File: config.mk
export PLATFORM = sky130hd
export DESIGN_NAME = xcom_cmd_top
export DESIGN_NICKNAME = d
export VERILOG_FILES = /design/src/rtl/xcom_cmd_pkg.sv /design/src/rtl/xcom_link_pkg.sv /design/src/rtl/xcom_cmd_arb.sv /design/src/rtl/xcom_cmd_capture.sv /design/src/rtl/xcom_cmd_top.sv /design/src/rtl/xcom_loc_exec.sv /design/src/rtl/xcom_tx.sv
export SDC_FILE = /design/constraint.sdc
export NUM_CORES = 1
export LEC_CHECK = 0
export ABC_AREA = 1
export BUFFER_PORTS_ARGS = -buffer_cell sky130_fd_sc_hd__buf_2
export CAP_MARGIN = 25
export CORE_MARGIN = 2
export CORE_UTILIZATION = 50
export DETAILED_ROUTE_END_ITERATION = 6
export MAX_ROUTING_LAYER = met4
export PLACE_DENSITY = 0.83
export SLEW_MARGIN = 30
export SYNTH_ARGS = -nofsm -noshare
export SYNTH_HDL_FRONTEND = slang
export SYNTH_SLANG_ARGS = --single-unit
File: constraint.sdc
create_clock -name i_clk -period 7 [get_ports i_clk]
set_clock_uncertainty 0.2 [all_clocks]
set_input_delay 0.7 -clock i_clk [delete_from_list [all_inputs] [get_ports i_clk]]
set_output_delay 0.7 -clock i_clk [all_outputs]
set_load 0.02 [all_outputs]
File: src/rtl/xcom_cmd_pkg.sv
// command-side definitions shared by the capture, arbiter and executor blocks of the xcom front end
package xcom_cmd_pkg;

  // opcode field as seen on both command sources
  // unlisted codes fall through as nop
  typedef enum logic [4:0] {
    OP_NOP      = 5'd0,
    OP_SET_ID   = 5'd1,
    OP_SET_TICK = 5'd2,
    OP_SEND0    = 5'd4,
    OP_SEND8    = 5'd5,
    OP_SEND16   = 5'd6,
    OP_SEND32   = 5'd7
  } cmd_op_e;

  // one merged command, 41 bits
  typedef struct packed {
    cmd_op_e     op;
    logic [3:0]  dst;
    logic [31:0] data;
  } cmd_t;

  // network sends, low two bits carry the length code
  function automatic logic cmd_is_net(input cmd_op_e op);
    return (op inside {OP_SEND0, OP_SEND8, OP_SEND16, OP_SEND32});
  endfunction

  // register writes handled on this board
  function automatic logic cmd_is_loc(input cmd_op_e op);
    return (op inside {OP_SET_ID, OP_SET_TICK});
  endfunction

  // pack source fields into a command
  function automatic cmd_t cmd_make(input cmd_op_e op, input logic [31:0] data0,
                                    input logic [31:0] data1);
    cmd_t c;
    c.op   = op;
    c.dst  = data0[3:0];
    c.data = data1;
    return c;
  endfunction

endpackage

File: src/rtl/xcom_link_pkg.sv
// serial link definitions used by the xcom transmitter and the link configuration registers
package xcom_link_pkg;

  // payload length code, header bits 6:5
  typedef enum logic [1:0] {
    LEN_NONE = 2'd0,
    LEN_8    = 2'd1,
    LEN_16   = 2'd2,
    LEN_32   = 2'd3
  } len_e;

  // 8-bit header, sent MSB first
  typedef struct packed {
    logic       sync;
    len_e       len;
    logic       spare;
    logic [3:0] dst;
  } hdr_t;

  // phase length is tick+2 clock cycles
  typedef logic [2:0] tick_t;

  // number of payload bits for a length code
  function automatic logic [5:0] len_bits(input len_e len);
    logic [5:0] n;
    case (len)
      LEN_8:   n = 6'd8;
      LEN_16:  n = 6'd16;
      LEN_32:  n = 6'd32;
      default: n = 6'd0;
    endcase
    return n;
  endfunction

endpackage

File: src/rtl/xcom_cmd_arb.sv
// picks one pending command, processor first, and drives the local or network request level
`timescale 1ns/1ps

module xcom_cmd_arb (
  input  logic               i_clk,
  input  logic               c_rst_ni,
  // processor capture
  input  logic               i_c_pending,
  input  logic               i_c_is_net,
  input  xcom_cmd_pkg::cmd_t i_c_cmd,
  // host capture
  input  logic               i_p_pending,
  input  logic               i_p_is_net,
  input  xcom_cmd_pkg::cmd_t i_p_cmd,
  // take pulses back to the captures
  output logic               o_c_take,
  output logic               o_p_take,
  // executors
  output xcom_cmd_pkg::cmd_t o_cmd,
  output logic               o_loc_req,
  output logic               o_net_req,
  input  logic               i_loc_ack,
  input  logic               i_net_ack
);

  import xcom_cmd_pkg::*;

  typedef enum logic [1:0] {
    ST_IDLE,
    ST_LOC,
    ST_NET
  } arb_state_e;

  arb_state_e state_q;
  cmd_t       cmd_q;

  ////////////////////////////////////////////////////////////
  // grant FSM
  ////////////////////////////////////////////////////////////

  always_ff @(posedge i_clk) begin
    if (!c_rst_ni) begin
      state_q  <= ST_IDLE;
      o_c_take <= 1'b0;
      o_p_take <= 1'b0;
    end else begin
      // take is a single cycle pulse
      o_c_take <= 1'b0;
      o_p_take <= 1'b0;
      case (state_q)
        ST_IDLE: begin
          // processor wins a tie
          if (i_c_pending) begin
            o_c_take <= 1'b1;
            state_q  <= i_c_is_net ? ST_NET : ST_LOC;
          end else if (i_p_pending) begin
            o_p_take <= 1'b1;
            state_q  <= i_p_is_net ? ST_NET : ST_LOC;
          end
        end
        ST_LOC: begin
          if (i_loc_ack) begin
            state_q <= ST_IDLE;
          end
        end
        ST_NET: begin
          // tx busy keeps us here, captures stay pending
          if (i_net_ack) begin
            state_q <= ST_IDLE;
          end
        end
        default: state_q <= ST_IDLE;
      endcase
    end
  end

  // copy of the granted command, stable for the whole request
  always_ff @(posedge i_clk) begin
    if (state_q == ST_IDLE) begin
      if (i_c_pending) begin
        cmd_q <= i_c_cmd;
      end else if (i_p_pending) begin
        cmd_q <= i_p_cmd;
      end
    end
  end

  ////////////////////////////////////////////////////////////
  // request levels
  ////////////////////////////////////////////////////////////

  // one-hot by construction of the state encoding
  assign o_loc_req = (state_q == ST_LOC);
  assign o_net_req = (state_q == ST_NET);
  assign o_cmd     = cmd_q;

endmodule

File: src/rtl/xcom_cmd_capture.sv
// holds one pending command from a single source until the arbiter takes it
`timescale 1ns/1ps

module xcom_cmd_capture #(
  parameter int CNT_W = 4
) (
  input  logic               i_clk,
  input  logic               c_rst_ni,
  // source side
  input  logic               i_vld,
  input  logic [4:0]         i_op,
  input  logic [31:0]        i_data0,
  input  logic [31:0]        i_data1,
  // arbiter side
  input  logic               i_take,
  output logic               o_pending,
  output logic               o_is_net,
  output xcom_cmd_pkg::cmd_t o_cmd,
  output logic [CNT_W-1:0]   o_cnt
);

  import xcom_cmd_pkg::*;

  cmd_op_e          op_in;
  logic             op_ok;
  logic             accept;
  logic [CNT_W-1:0] cnt_q;

  ////////////////////////////////////////////////////////////
  // strobe qualification
  ////////////////////////////////////////////////////////////

  // raw code, unknown values end up rejected below
  assign op_in = cmd_op_e'(i_op);

  // nop and unknown codes never occupy the slot
  assign op_ok = cmd_is_net(op_in) | cmd_is_loc(op_in);

  // slot busy means the strobe is lost
  assign accept = i_vld & ~o_pending & op_ok;

  ////////////////////////////////////////////////////////////
  // slot state and counter
  ////////////////////////////////////////////////////////////

  always_ff @(posedge i_clk) begin
    if (!c_rst_ni) begin
      o_pending <= 1'b0;
      o_is_net  <= 1'b0;
      cnt_q     <= '0;
    end else if (accept) begin
      o_pending <= 1'b1;
      o_is_net  <= cmd_is_net(op_in);
      // wraps at 2**CNT_W
      cnt_q     <= cnt_q + CNT_W'(1);
    end else if (i_take) begin
      // arbiter copied the command, slot is free
      o_pending <= 1'b0;
    end
  end

  // payload, only written on accept
  always_ff @(posedge i_clk) begin
    if (accept) begin
      o_cmd <= cmd_make(op_in, i_data0, i_data1);
    end
  end

  assign o_cnt = cnt_q;

endmodule

File: src/rtl/xcom_cmd_top.sv
// xcom command front end top level, two sources feed one arbiter and the local and network paths
`timescale 1ns/1ps

module xcom_cmd_top #(
  parameter int CNT_W = 4
) (
  input  logic                  i_clk,
  input  logic                  c_rst_ni,
  // processor source
  input  logic                  i_tproc_en,
  input  logic [4:0]            i_tproc_op,
  input  logic [31:0]           i_tproc_data0,
  input  logic [31:0]           i_tproc_data1,
  // host source, ctrl bit 0 strobe, bits 5:1 opcode
  input  logic [5:0]            i_ps_ctrl,
  input  logic [31:0]           i_ps_data0,
  input  logic [31:0]           i_ps_data1,
  // serial link
  output logic                  o_xcom_data,
  output logic                  o_xcom_clk,
  output logic                  o_ready,
  // link configuration
  output logic [3:0]            o_board_id,
  output xcom_link_pkg::tick_t  o_cfg_tick,
  // processor count high, host count low
  output logic [2*CNT_W-1:0]    o_cmd_cnt
);

  import xcom_cmd_pkg::*;

  logic c_pending, c_is_net, c_take;
  logic p_pending, p_is_net, p_take;
  cmd_t c_cmd, p_cmd, arb_cmd;
  logic loc_req, loc_ack;
  logic net_req, net_ack;

  ////////////////////////////////////////////////////////////
  // source captures
  ////////////////////////////////////////////////////////////

  xcom_cmd_capture #(.CNT_W(CNT_W)) u_cap_tproc (
    .i_clk     (i_clk),
    .c_rst_ni  (c_rst_ni),
    .i_vld     (i_tproc_en),
    .i_op      (i_tproc_op),
    .i_data0   (i_tproc_data0),
    .i_data1   (i_tproc_data1),
    .i_take    (c_take),
    .o_pending (c_pending),
    .o_is_net  (c_is_net),
    .o_cmd     (c_cmd),
    .o_cnt     (o_cmd_cnt[2*CNT_W-1:CNT_W])
  );

  xcom_cmd_capture #(.CNT_W(CNT_W)) u_cap_ps (
    .i_clk     (i_clk),
    .c_rst_ni  (c_rst_ni),
    .i_vld     (i_ps_ctrl[0]),
    .i_op      (i_ps_ctrl[5:1]),
    .i_data0   (i_ps_data0),
    .i_data1   (i_ps_data1),
    .i_take    (p_take),
    .o_pending (p_pending),
    .o_is_net  (p_is_net),
    .o_cmd     (p_cmd),
    .o_cnt     (o_cmd_cnt[CNT_W-1:0])
  );

  ////////////////////////////////////////////////////////////
  // arbiter and executors
  ////////////////////////////////////////////////////////////

  xcom_cmd_arb u_arb (
    .i_clk       (i_clk),
    .c_rst_ni    (c_rst_ni),
    .i_c_pending (c_pending),
    .i_c_is_net  (c_is_net),
    .i_c_cmd     (c_cmd),
    .i_p_pending (p_pending),
    .i_p_is_net  (p_is_net),
    .i_p_cmd     (p_cmd),
    .o_c_take    (c_take),
    .o_p_take    (p_take),
    .o_cmd       (arb_cmd),
    .o_loc_req   (loc_req),
    .o_net_req   (net_req),
    .i_loc_ack   (loc_ack),
    .i_net_ack   (net_ack)
  );

  xcom_loc_exec u_loc (
    .i_clk      (i_clk),
    .c_rst_ni   (c_rst_ni),
    .i_req      (loc_req),
    .i_cmd      (arb_cmd),
    .o_ack      (loc_ack),
    .o_board_id (o_board_id),
    .o_cfg_tick (o_cfg_tick)
  );

  // tick register feeds the divider directly
  xcom_tx u_tx (
    .i_clk       (i_clk),
    .c_rst_ni    (c_rst_ni),
    .i_req       (net_req),
    .i_cmd       (arb_cmd),
    .i_cfg_tick  (o_cfg_tick),
    .o_ack       (net_ack),
    .o_ready     (o_ready),
    .o_xcom_data (o_xcom_data),
    .o_xcom_clk  (o_xcom_clk)
  );

endmodule

File: src/rtl/xcom_loc_exec.sv
// applies local commands to the board id and link tick registers and acks each request once
`timescale 1ns/1ps

module xcom_loc_exec (
  input  logic                  i_clk,
  input  logic                  c_rst_ni,
  input  logic                  i_req,
  input  xcom_cmd_pkg::cmd_t    i_cmd,
  output logic                  o_ack,
  output logic [3:0]            o_board_id,
  output xcom_link_pkg::tick_t  o_cfg_tick
);

  import xcom_cmd_pkg::*;

  logic req_q;
  logic req_new;

  // level stays up one cycle past the ack
  // so act only on the rising edge
  assign req_new = i_req & ~req_q;

  always_ff @(posedge i_clk) begin
    if (!c_rst_ni) begin
      req_q      <= 1'b0;
      o_ack      <= 1'b0;
      o_board_id <= 4'd0;
      o_cfg_tick <= '0;
    end else begin
      req_q <= i_req;
      o_ack <= req_new;
      if (req_new) begin
        case (i_cmd.op)
          OP_SET_ID: begin
            o_board_id <= i_cmd.data[3:0];
          end
          OP_SET_TICK: begin
            // new phase length applies from the next frame
            o_cfg_tick <= i_cmd.data[2:0];
          end
          default: begin
            // nothing else reaches this path, ack anyway
          end
        endcase
      end
    end
  end

endmodule

File: src/rtl/xcom_tx.sv
// serializes one network command as header plus payload on the xcom data and clock lines
`timescale 1ns/1ps

module xcom_tx (
  input  logic                  i_clk,
  input  logic                  c_rst_ni,
  input  logic                  i_req,
  input  xcom_cmd_pkg::cmd_t    i_cmd,
  input  xcom_link_pkg::tick_t  i_cfg_tick,
  output logic                  o_ack,
  output logic                  o_ready,
  output logic                  o_xcom_data,
  output logic                  o_xcom_clk
);

  import xcom_cmd_pkg::*;
  import xcom_link_pkg::*;

  typedef enum logic [1:0] {
    ST_IDLE,
    ST_SHIFT,
    ST_DONE
  } tx_state_e;

  tx_state_e   state_q;
  len_e        len;
  hdr_t        hdr;
  logic [31:0] data_al;
  logic [39:0] frame;
  logic [39:0] sr_q;
  logic [5:0]  bit_cnt_q;
  logic [3:0]  tick_cnt_q;
  logic [3:0]  phase_last;
  logic        phase_end;

  ////////////////////////////////////////////////////////////
  // frame assembly
  ////////////////////////////////////////////////////////////

  // length code sits in the opcode low bits
  assign len = len_e'(i_cmd.op[1:0]);

  always_comb begin
    hdr.sync  = 1'b0;
    hdr.len   = len;
    hdr.spare = 1'b0;
    hdr.dst   = i_cmd.dst;
  end

  // payload left aligned so the MSB goes out right after the header
  always_comb begin
    case (len)
      LEN_8:   data_al = {i_cmd.data[7:0], 24'd0};
      LEN_16:  data_al = {i_cmd.data[15:0], 16'd0};
      LEN_32:  data_al = i_cmd.data;
      default: data_al = 32'd0;
    endcase
  end

  assign frame = {hdr, data_al};

  ////////////////////////////////////////////////////////////
  // link clock divider
  ////////////////////////////////////////////////////////////

  // phase is tick+2 cycles, counter runs 0..tick+1
  assign phase_last = {1'b0, i_cfg_tick} + 4'd1;
  assign phase_end  = (tick_cnt_q == phase_last);

  ////////////////////////////////////////////////////////////
  // shift FSM
  ////////////////////////////////////////////////////////////

  always_ff @(posedge i_clk) begin
    if (!c_rst_ni) begin
      state_q     <= ST_IDLE;
      o_ack       <= 1'b0;
      o_ready     <= 1'b1;
      o_xcom_data <= 1'b0;
      o_xcom_clk  <= 1'b0;
      bit_cnt_q   <= 6'd0;
      tick_cnt_q  <= 4'd0;
    end else begin
      o_ack <= 1'b0;
      case (state_q)
        ST_IDLE: begin
          if (i_req) begin
            // first bit valid for the whole first low phase
            o_xcom_data <= frame[39];
            bit_cnt_q   <= 6'd7 + len_bits(len);
            tick_cnt_q  <= 4'd0;
            o_ready     <= 1'b0;
            state_q     <= ST_SHIFT;
          end
        end
        ST_SHIFT: begin
          tick_cnt_q <= phase_end ? 4'd0 : tick_cnt_q + 4'd1;
          if (phase_end && !o_xcom_clk) begin
            // rising edge, receiver samples here
            o_xcom_clk <= 1'b1;
          end else if (phase_end && o_xcom_clk) begin
            o_xcom_clk <= 1'b0;
            if (bit_cnt_q == 6'd0) begin
              // last high phase over
              o_xcom_data <= 1'b0;
              o_ack       <= 1'b1;
              o_ready     <= 1'b1;
              state_q     <= ST_DONE;
            end else begin
              o_xcom_data <= sr_q[39];
              bit_cnt_q   <= bit_cnt_q - 6'd1;
            end
          end
        end
        ST_DONE: begin
          // request is still high during the ack cycle
          state_q <= ST_IDLE;
        end
        default: state_q <= ST_IDLE;
      endcase
    end
  end

  // remaining bits, shifted once at the start of each low phase
  always_ff @(posedge i_clk) begin
    if (state_q == ST_IDLE && i_req) begin
      sr_q <= frame << 1;
    end else if (state_q == ST_SHIFT && phase_end && o_xcom_clk) begin
      sr_q <= sr_q << 1;
    end
  end

endmodule

==> results.toml, run 1 <==
[run_status]
status = "complete, no violations"

[power_and_ir_drop]
combPwrFrac_pct = 5.2
ir_drop_v = 0.000255
p_int_w = 0.00193
swShare_pct = 20.9
seqPwrFrac_pct = 55.7
leakagePower_nw = 3.70
pwr_density_cell_nw_per_um2 = 261
p_sw_w = 0.000508
p_clk_share_pct = 39.1

[cells_and_area]
layout.cells.most_common = "nand2_1"
fin_cells = 1051
insertedDiodeCount = 0
nFillCells = 1234
drive_gt1_share_pct = 18.7
nets = 972
syn2layout_area_growth_pct = 15.5
layout_common_cells = "215 x nand2_1, 161 x edfxtp_1, 103 x buf_2"
final_area_um2 = 9350

[sta]
rsz0062_at_grt = "false"
period_share_pct = 37.6
finalMaxSlewViolations = 0
finalWorstSetupSlack_ns = 4.37
hold_viol_final = 0
setup_viol = 0
fin_tns_setup_ns = 0
max_slew.worst_pin.slew_ns = 0.816
slew_headroom_pct = 45.4
post-route-min-period_ns = 2.63
max_freq_mhz = 380
hold_ws_ns = 0.199

[logic_synthesis]
synth_nets = 869
synth_top_area_share_pct = 59.8
synth_seq_cells = 203
ys_seq_area_share_pct = 70.2
yosysTopAreaCell = "edfxtp_1"
netlist_area_um2 = 8090
avgSynthCellArea_um2 = 11.2
yosys_warnings = 0
syn_inst = 721
ys_types = 41
synth_area_leaders = "edfxtp_1 60%, dfxtp_1 10%, nand2_1 10%"

[place]
place_inst = 1019
place.gp.congestion = 0.908
post_dp_cell_area_um2 = 8770
hpwl_um = 9950
dp_slack_ns = 4.40
io_buffers = 103

[setup_path]
reg2reg_from = "u_loc.o_cfg_tick[0]$_SDFFE_PN0P_"
cp.required_ns = 7.15
setup.worst_path.start_class = "flop"
r2r_end = "u_tx.bit_cnt_q[4]$_SDFFE_PN0P_"
cp_slowest_cell = "nand2_4"
critPathMostFrequentCell = "nand3_1"
max_stage_delay_ns = 0.55
path_cells = "ha_1 > nand2_1 > nand3_1 > nand3_1 > nor2_4 > nand3_4 > nand2_4 > nand3_1 > nand2_1 > nor2_1"
crit_fanout = 47
worst-r2r-setup-slack_ns = 4.37
worstSetupPathType = "flop to flop"
rr_worst_depth = 10
end_kind = "flop"
worstPathArrival_ns = 2.79

[drt]
firstDrtPassIters = 5
drt.antenna.violating_nets = 0
vias = 5361
detail_route.vias_per_cell = 5.10
drc = 0
dr.first_iter.drc_count = 467
wl_um = 15300
post_drt_wl_per_cell_um = 14.5

[floorplanning]
die_x_um = 131
die_h_um = 131
initial_core_util_pct = 51.1
die-area_um2 = 17200
rows = 46
pin_count = 160
core_region_area_um2 = 15800

[hold_path]
hold_end = "u_cap_ps.o_cmd[11]$_DFFE_PP_"
holdPathStages = 1
min_from = "i_ps_data1[11]"
min_path_type = "input port to flop"

[global_route]
grt_pass1_vias = 5198
antenna_found_initial = 0
grt_pass1_wl_um = 24800
grt-ovfl-total = 0
grt_start_max_net_pins = 48
grt.total_usage_pct = 18.1

[cts]
cts_tree = "yes"
ctsLongestPathBuffers = 3
clkLatencyLatePin_ns = 0.47
htree_num_levels = 1
path_clk_slew_ns = 0.06
postCtsHoldBufs = 0
clock-sinks = 203
cts_buffers = 19
cts_resized = 0
postCtsSetupRepairBufs = 0
cts_root_buf = "clkbuf_16"

[flow_run]
drv_cap = 0
worst max-delay path, delay by kind of cell (launching register included):
family	cells	cell delay, ns
AND/OR/NAND/NOR	9	1.61
adder cells (fa/ha/maj)	1	0.24
flip-flops	1	0.45
cell usage after synthesis, drive strengths merged:
cell and n:
o32ai 4, nand3 25, o21a 2, dfxtp 42, a221oi 13, a21oi 33
inv 56, buf 11, o31ai 3, nand2 220, o21ai 38, o21bai 1
a31oi 1, nand4 7, edfxtp 161, or2 2, a22oi 1, clkbuf 15
or3 1, nor2 57, nor3 18, a211oi 2, a22o 2, ha 6
power groups by stage:
stage	Sequential [W]	Clock (W)	Combinational, W
floorplan	0.00138	0	0.0000736
global placement	0.00138	0	0.000122
detailed placement	0.00138	0	0.000124
CTS	0.00136	0.000963	0.000126
global route	0.00136	0.00101	0.000142
finish	0.00136	0.000953	0.000126
cell families (layout without fill, tap and decap cells):
logic type	Yosys count	after routing	share of synthesized area (%)
AND/OR/NAND/NOR	330	330	16.9
flip-flops	203	203	70.2
AO/OA/AOI/OAI	100	100	7.59
buffers and inverters	82	196	4.38
adder cells (fa/ha/maj)	6	6	0.928
how the worst max path moves through the flow:
stage | from | endpoint | slack (ns) | depth (start not counted)
global placement | u_cap_tproc.o_pending$_SDFFE_PN0P_ | u_cap_tproc.o_cmd[13]$_DFFE_PP_ | 4.42 | 6
detailed placement | u_loc.o_cfg_tick[0]$_SDFFE_PN0P_ | u_tx.bit_cnt_q[5]$_SDFFE_PN0P_ | 4.40 | 10
global route | u_cap_tproc.o_pending$_SDFFE_PN0P_ | u_cap_tproc.o_cmd[15]$_DFFE_PP_ | 4.20 | 6
CTS | u_loc.o_cfg_tick[0]$_SDFFE_PN0P_ | u_tx.bit_cnt_q[4]$_SDFFE_PN0P_ | 4.39 | 10
finish | u_loc.o_cfg_tick[0]$_SDFFE_PN0P_ | u_tx.bit_cnt_q[4]$_SDFFE_PN0P_ | 4.37 | 10
floorplan | i_ps_ctrl[4] | u_cap_ps.o_cnt[3]$_SDFFE_PN0P_ | 4.30 | 6
area by class of cell:
cell class	instances	area, um^2	area share (%)
sequential	203	5680	60.7
multi-input combinational	436	2060	22.0
timing repair buffer	108	553	5.92
clock buffer	22	497	5.32
tap	216	270	2.89
inverter	56	213	2.28
clock inverter	10	77.6	0.830
metrics by stage:
step | power [W] | util [%]
after floorplan | 0.00146 | -
after global placement | 0.00151 | 55.4
after detailed placement | 0.00151 | 55.4
after CTS | 0.00245 | 59.0
after global routing | 0.00252 | 59.0
final | 0.00244 | 59.0
metal layers:
| metal | track usage (%) | share of wire, % | up-vias |
|---|---|---|---|
| li1 | - | - | 2683 |
| met1 | 23.3 | 42 | 2442 |
| met2 | 29.9 | 50 | 207 |
| met3 | 2.74 | 6.7 | 29 |
| met4 | 5.80 | 2.3 | 0 |
| met5 | - | 0 | - |
registers in the layout, summed over array words and instances, names as in the netlist, 2 cells and up:
register           count
u_tx.sr_q             39
u_cap_ps.o_cnt         4
u_arb.state_q          2
u_cap_tproc.o_cnt      4
u_arb.o_cmd           41
u_cap_ps.o_cmd        41
u_loc.o_cfg_tick       3
u_tx.tick_cnt_q        4
u_tx.state_q           2
u_tx.bit_cnt_q         6
u_loc.o_board_id       4
u_cap_tproc.o_cmd     41
(Power assumes the default switching activity.)
==> run 2: changes to the inputs <==
==> constraint.sdc (replaced) <==
create_clock -name i_clk -period 2.6 [get_ports i_clk]
set_clock_uncertainty 0.2 [all_clocks]
set_input_delay 0.26 -clock i_clk [delete_from_list [all_inputs] [get_ports i_clk]]
set_output_delay 0.26 -clock i_clk [all_outputs]
set_load 0.02 [all_outputs]
==> results.toml, run 2 (same netlist as run 1, synthesis figures left out) <==
[hold_path]
holdPathStages = 4
min_path_type = "input port to flop"
min_from = "c_rst_ni"
hold_end = "u_tx.bit_cnt_q[5]$_SDFFE_PN0P_"

[drt]
vias = 6134
firstDrtPassIters = 5
dr.first_iter.drc_count = 669
drt.antenna.violating_nets = 0
drc = 0
detail_route.vias_per_cell = 5.35
post_drt_wl_per_cell_um = 17.4
wl_um = 19900

[setup_path]
max_stage_delay_ns = 0.47
crit_fanout = 10
rr_worst_depth = 10
cp_slowest_cell = "dfxtp_1"
critPathMostFrequentCell = "nand2_1"
cp.required_ns = 2.67
end_kind = "flop"
path_cells = "ha_1 > inv_1 > nand2_1 > nand2_1 > nand2_1 > nor2_1 > nand3_1 > nand2_2 > nand2_2 > nor3_1"
worstSetupPathType = "flop to flop"
worstPathArrival_ns = 2.37
reg2reg_from = "u_loc.o_cfg_tick[0]$_SDFFE_PN0P_"
worst-r2r-setup-slack_ns = 0.30
setup.worst_path.start_class = "flop"
crit_family = "simple AND/OR/NAND/NOR gates"
r2r_end = "u_tx.sr_q[24]$_DFFE_PP_"
path_buf_inv = 1

[cts]
postCtsHoldBufs = 83
clkLatencyLatePin_ns = 0.49
htree_num_levels = 1
cts_resized = 0
cts_buffers = 20
path_clk_slew_ns = 0.07
ctsLongestPathBuffers = 3
cts_tree = "yes"
clock-sinks = 203
postCtsSetupRepairBufs = 0
cts_root_buf = "clkbuf_16"

[floorplanning]
die-area_um2 = 17200
rows = 46
die_x_um = 131
pin_count = 160
core_region_area_um2 = 15800
initial_core_util_pct = 51.1
die_h_um = 131

[cells_and_area]
seq_area_um2 = 5680
multi_input_area_um2 = 2060
top_regs = "u_arb.o_cmd: 41 flops, u_cap_ps.o_cmd: 41 flops, u_cap_tproc.o_cmd: 41 flops"
layout.cells.most_common = "nand2_1"
insertedDiodeCount = 0
fin_cells = 1146
layout_common_cells = "215 x nand2_1, 161 x edfxtp_1, 103 x buf_2"
nFillCells = 1021
syn2layout_area_growth_pct = 27.9
nets = 1065
drive_gt1_share_pct = 18.1

[power_and_ir_drop]
pwr_density_cell_nw_per_um2 = 674
ir_drop_v = 0.000571
leakagePower_nw = 4.13

[flow_run]
drv_cap = 0

[sta]
slew_headroom_pct = 60.6
post-route-min-period_ns = 2.30
rsz0062_at_grt = "false"
fin_tns_setup_ns = 0
period_share_pct = 88.6
finalMaxSlewViolations = 0
hold_viol_final = 0
max_freq_mhz = 434
max_slew.worst_pin.slew_ns = 0.591
setup_viol = 0

[place]
place.gp.congestion = 0.910
io_buffers = 103
hpwl_um = 10300
place_inst = 1028

[run_status]
status = "complete, no violations"

[global_route]
grt_pass1_wl_um = 31800
grt-ovfl-total = 0
grt_start_max_net_pins = 46
grt.total_usage_pct = 24.0
antenna_found_initial = 0
grt_pass1_vias = 6251
[run 2: cell count changes in the layout (fill, tap and decap cells not counted), sizes merged]
cell,delta
dlygate4sd3,+83
buf,+9
clkbuf,+3
[run 2: report_power, final]
part	switching (W)	total, W	internal (W)
Clock	0.00122	0.00283	0.00161
Combinational	0.000268	0.000474	0.000206
Sequential	0.0000490	0.00366	0.00362
[run 2: metrics by stage]
| step | cell area [um^2] | hold WS, ns | setup slack [ns] | total power [W] | util (%) |
|---|---|---|---|---|---|
| after global routing | 10300 | 0.0837 | 0.174 | 0.00715 | 65.3 |
| after detailed placement | 8880 | 0.205 | 0.441 | 0.00408 | 56.1 |
| after floorplan | 8090 | 0.159 | 0.236 | 0.00392 | - |
| after CTS | 10300 | 0.0584 | 0.373 | 0.00689 | 65.3 |
| after global placement | 8880 | 0.203 | 0.481 | 0.00406 | 56.1 |
| final | 10300 | 0.0646 | 0.296 | 0.00697 | 65.3 |
[run 2: cell type report]
class,count,area share [%]
multi-input cells,436,19.9
well taps,216,2.61
flip-flops and latches,203,54.9
repair buffers,200,14.4
clock inverters,10,0.823
inverters,56,2.06
clock buffers,25,5.32
[run 2: worst min-delay path: stages]
cell and delay, ns:
buf_2 0.11, buf_4 0.21, nand2_1 0.09, nor2_1 0.03
[run 2: how the worst max path moves through the flow]
stage / startpoint / end / slack (ns) / cells past startpoint
6_report: u_loc.o_cfg_tick[0]$_SDFFE_PN0P_ / u_tx.sr_q[24]$_DFFE_PP_ / 0.30 / 10
2_1_floorplan: u_cap_ps.o_pending$_SDFFE_PN0P_ / u_cap_ps.o_cnt[3]$_SDFFE_PN0P_ / 0.24 / 8
3_5_place_dp: u_loc.o_cfg_tick[0]$_SDFFE_PN0P_ / u_tx.sr_q[11]$_DFFE_PP_ / 0.44 / 9
4_1_cts: u_loc.o_cfg_tick[0]$_SDFFE_PN0P_ / u_tx.sr_q[22]$_DFFE_PP_ / 0.37 / 9
3_3_place_gp: u_loc.o_cfg_tick[0]$_SDFFE_PN0P_ / u_tx.sr_q[23]$_DFFE_PP_ / 0.48 / 9
5_1_grt: u_loc.o_cfg_tick[0]$_SDFFE_PN0P_ / u_tx.sr_q[24]$_DFFE_PP_ / 0.17 / 10
[run 2: metal layers]
metal	vias up	wire length [um]	track usage, %
li1	2877	-	-
met1	2858	7450	27.8
met5	-	0	-
met3	68	1510	3.55
met2	331	10200	42.4
met4	0	771	9.00
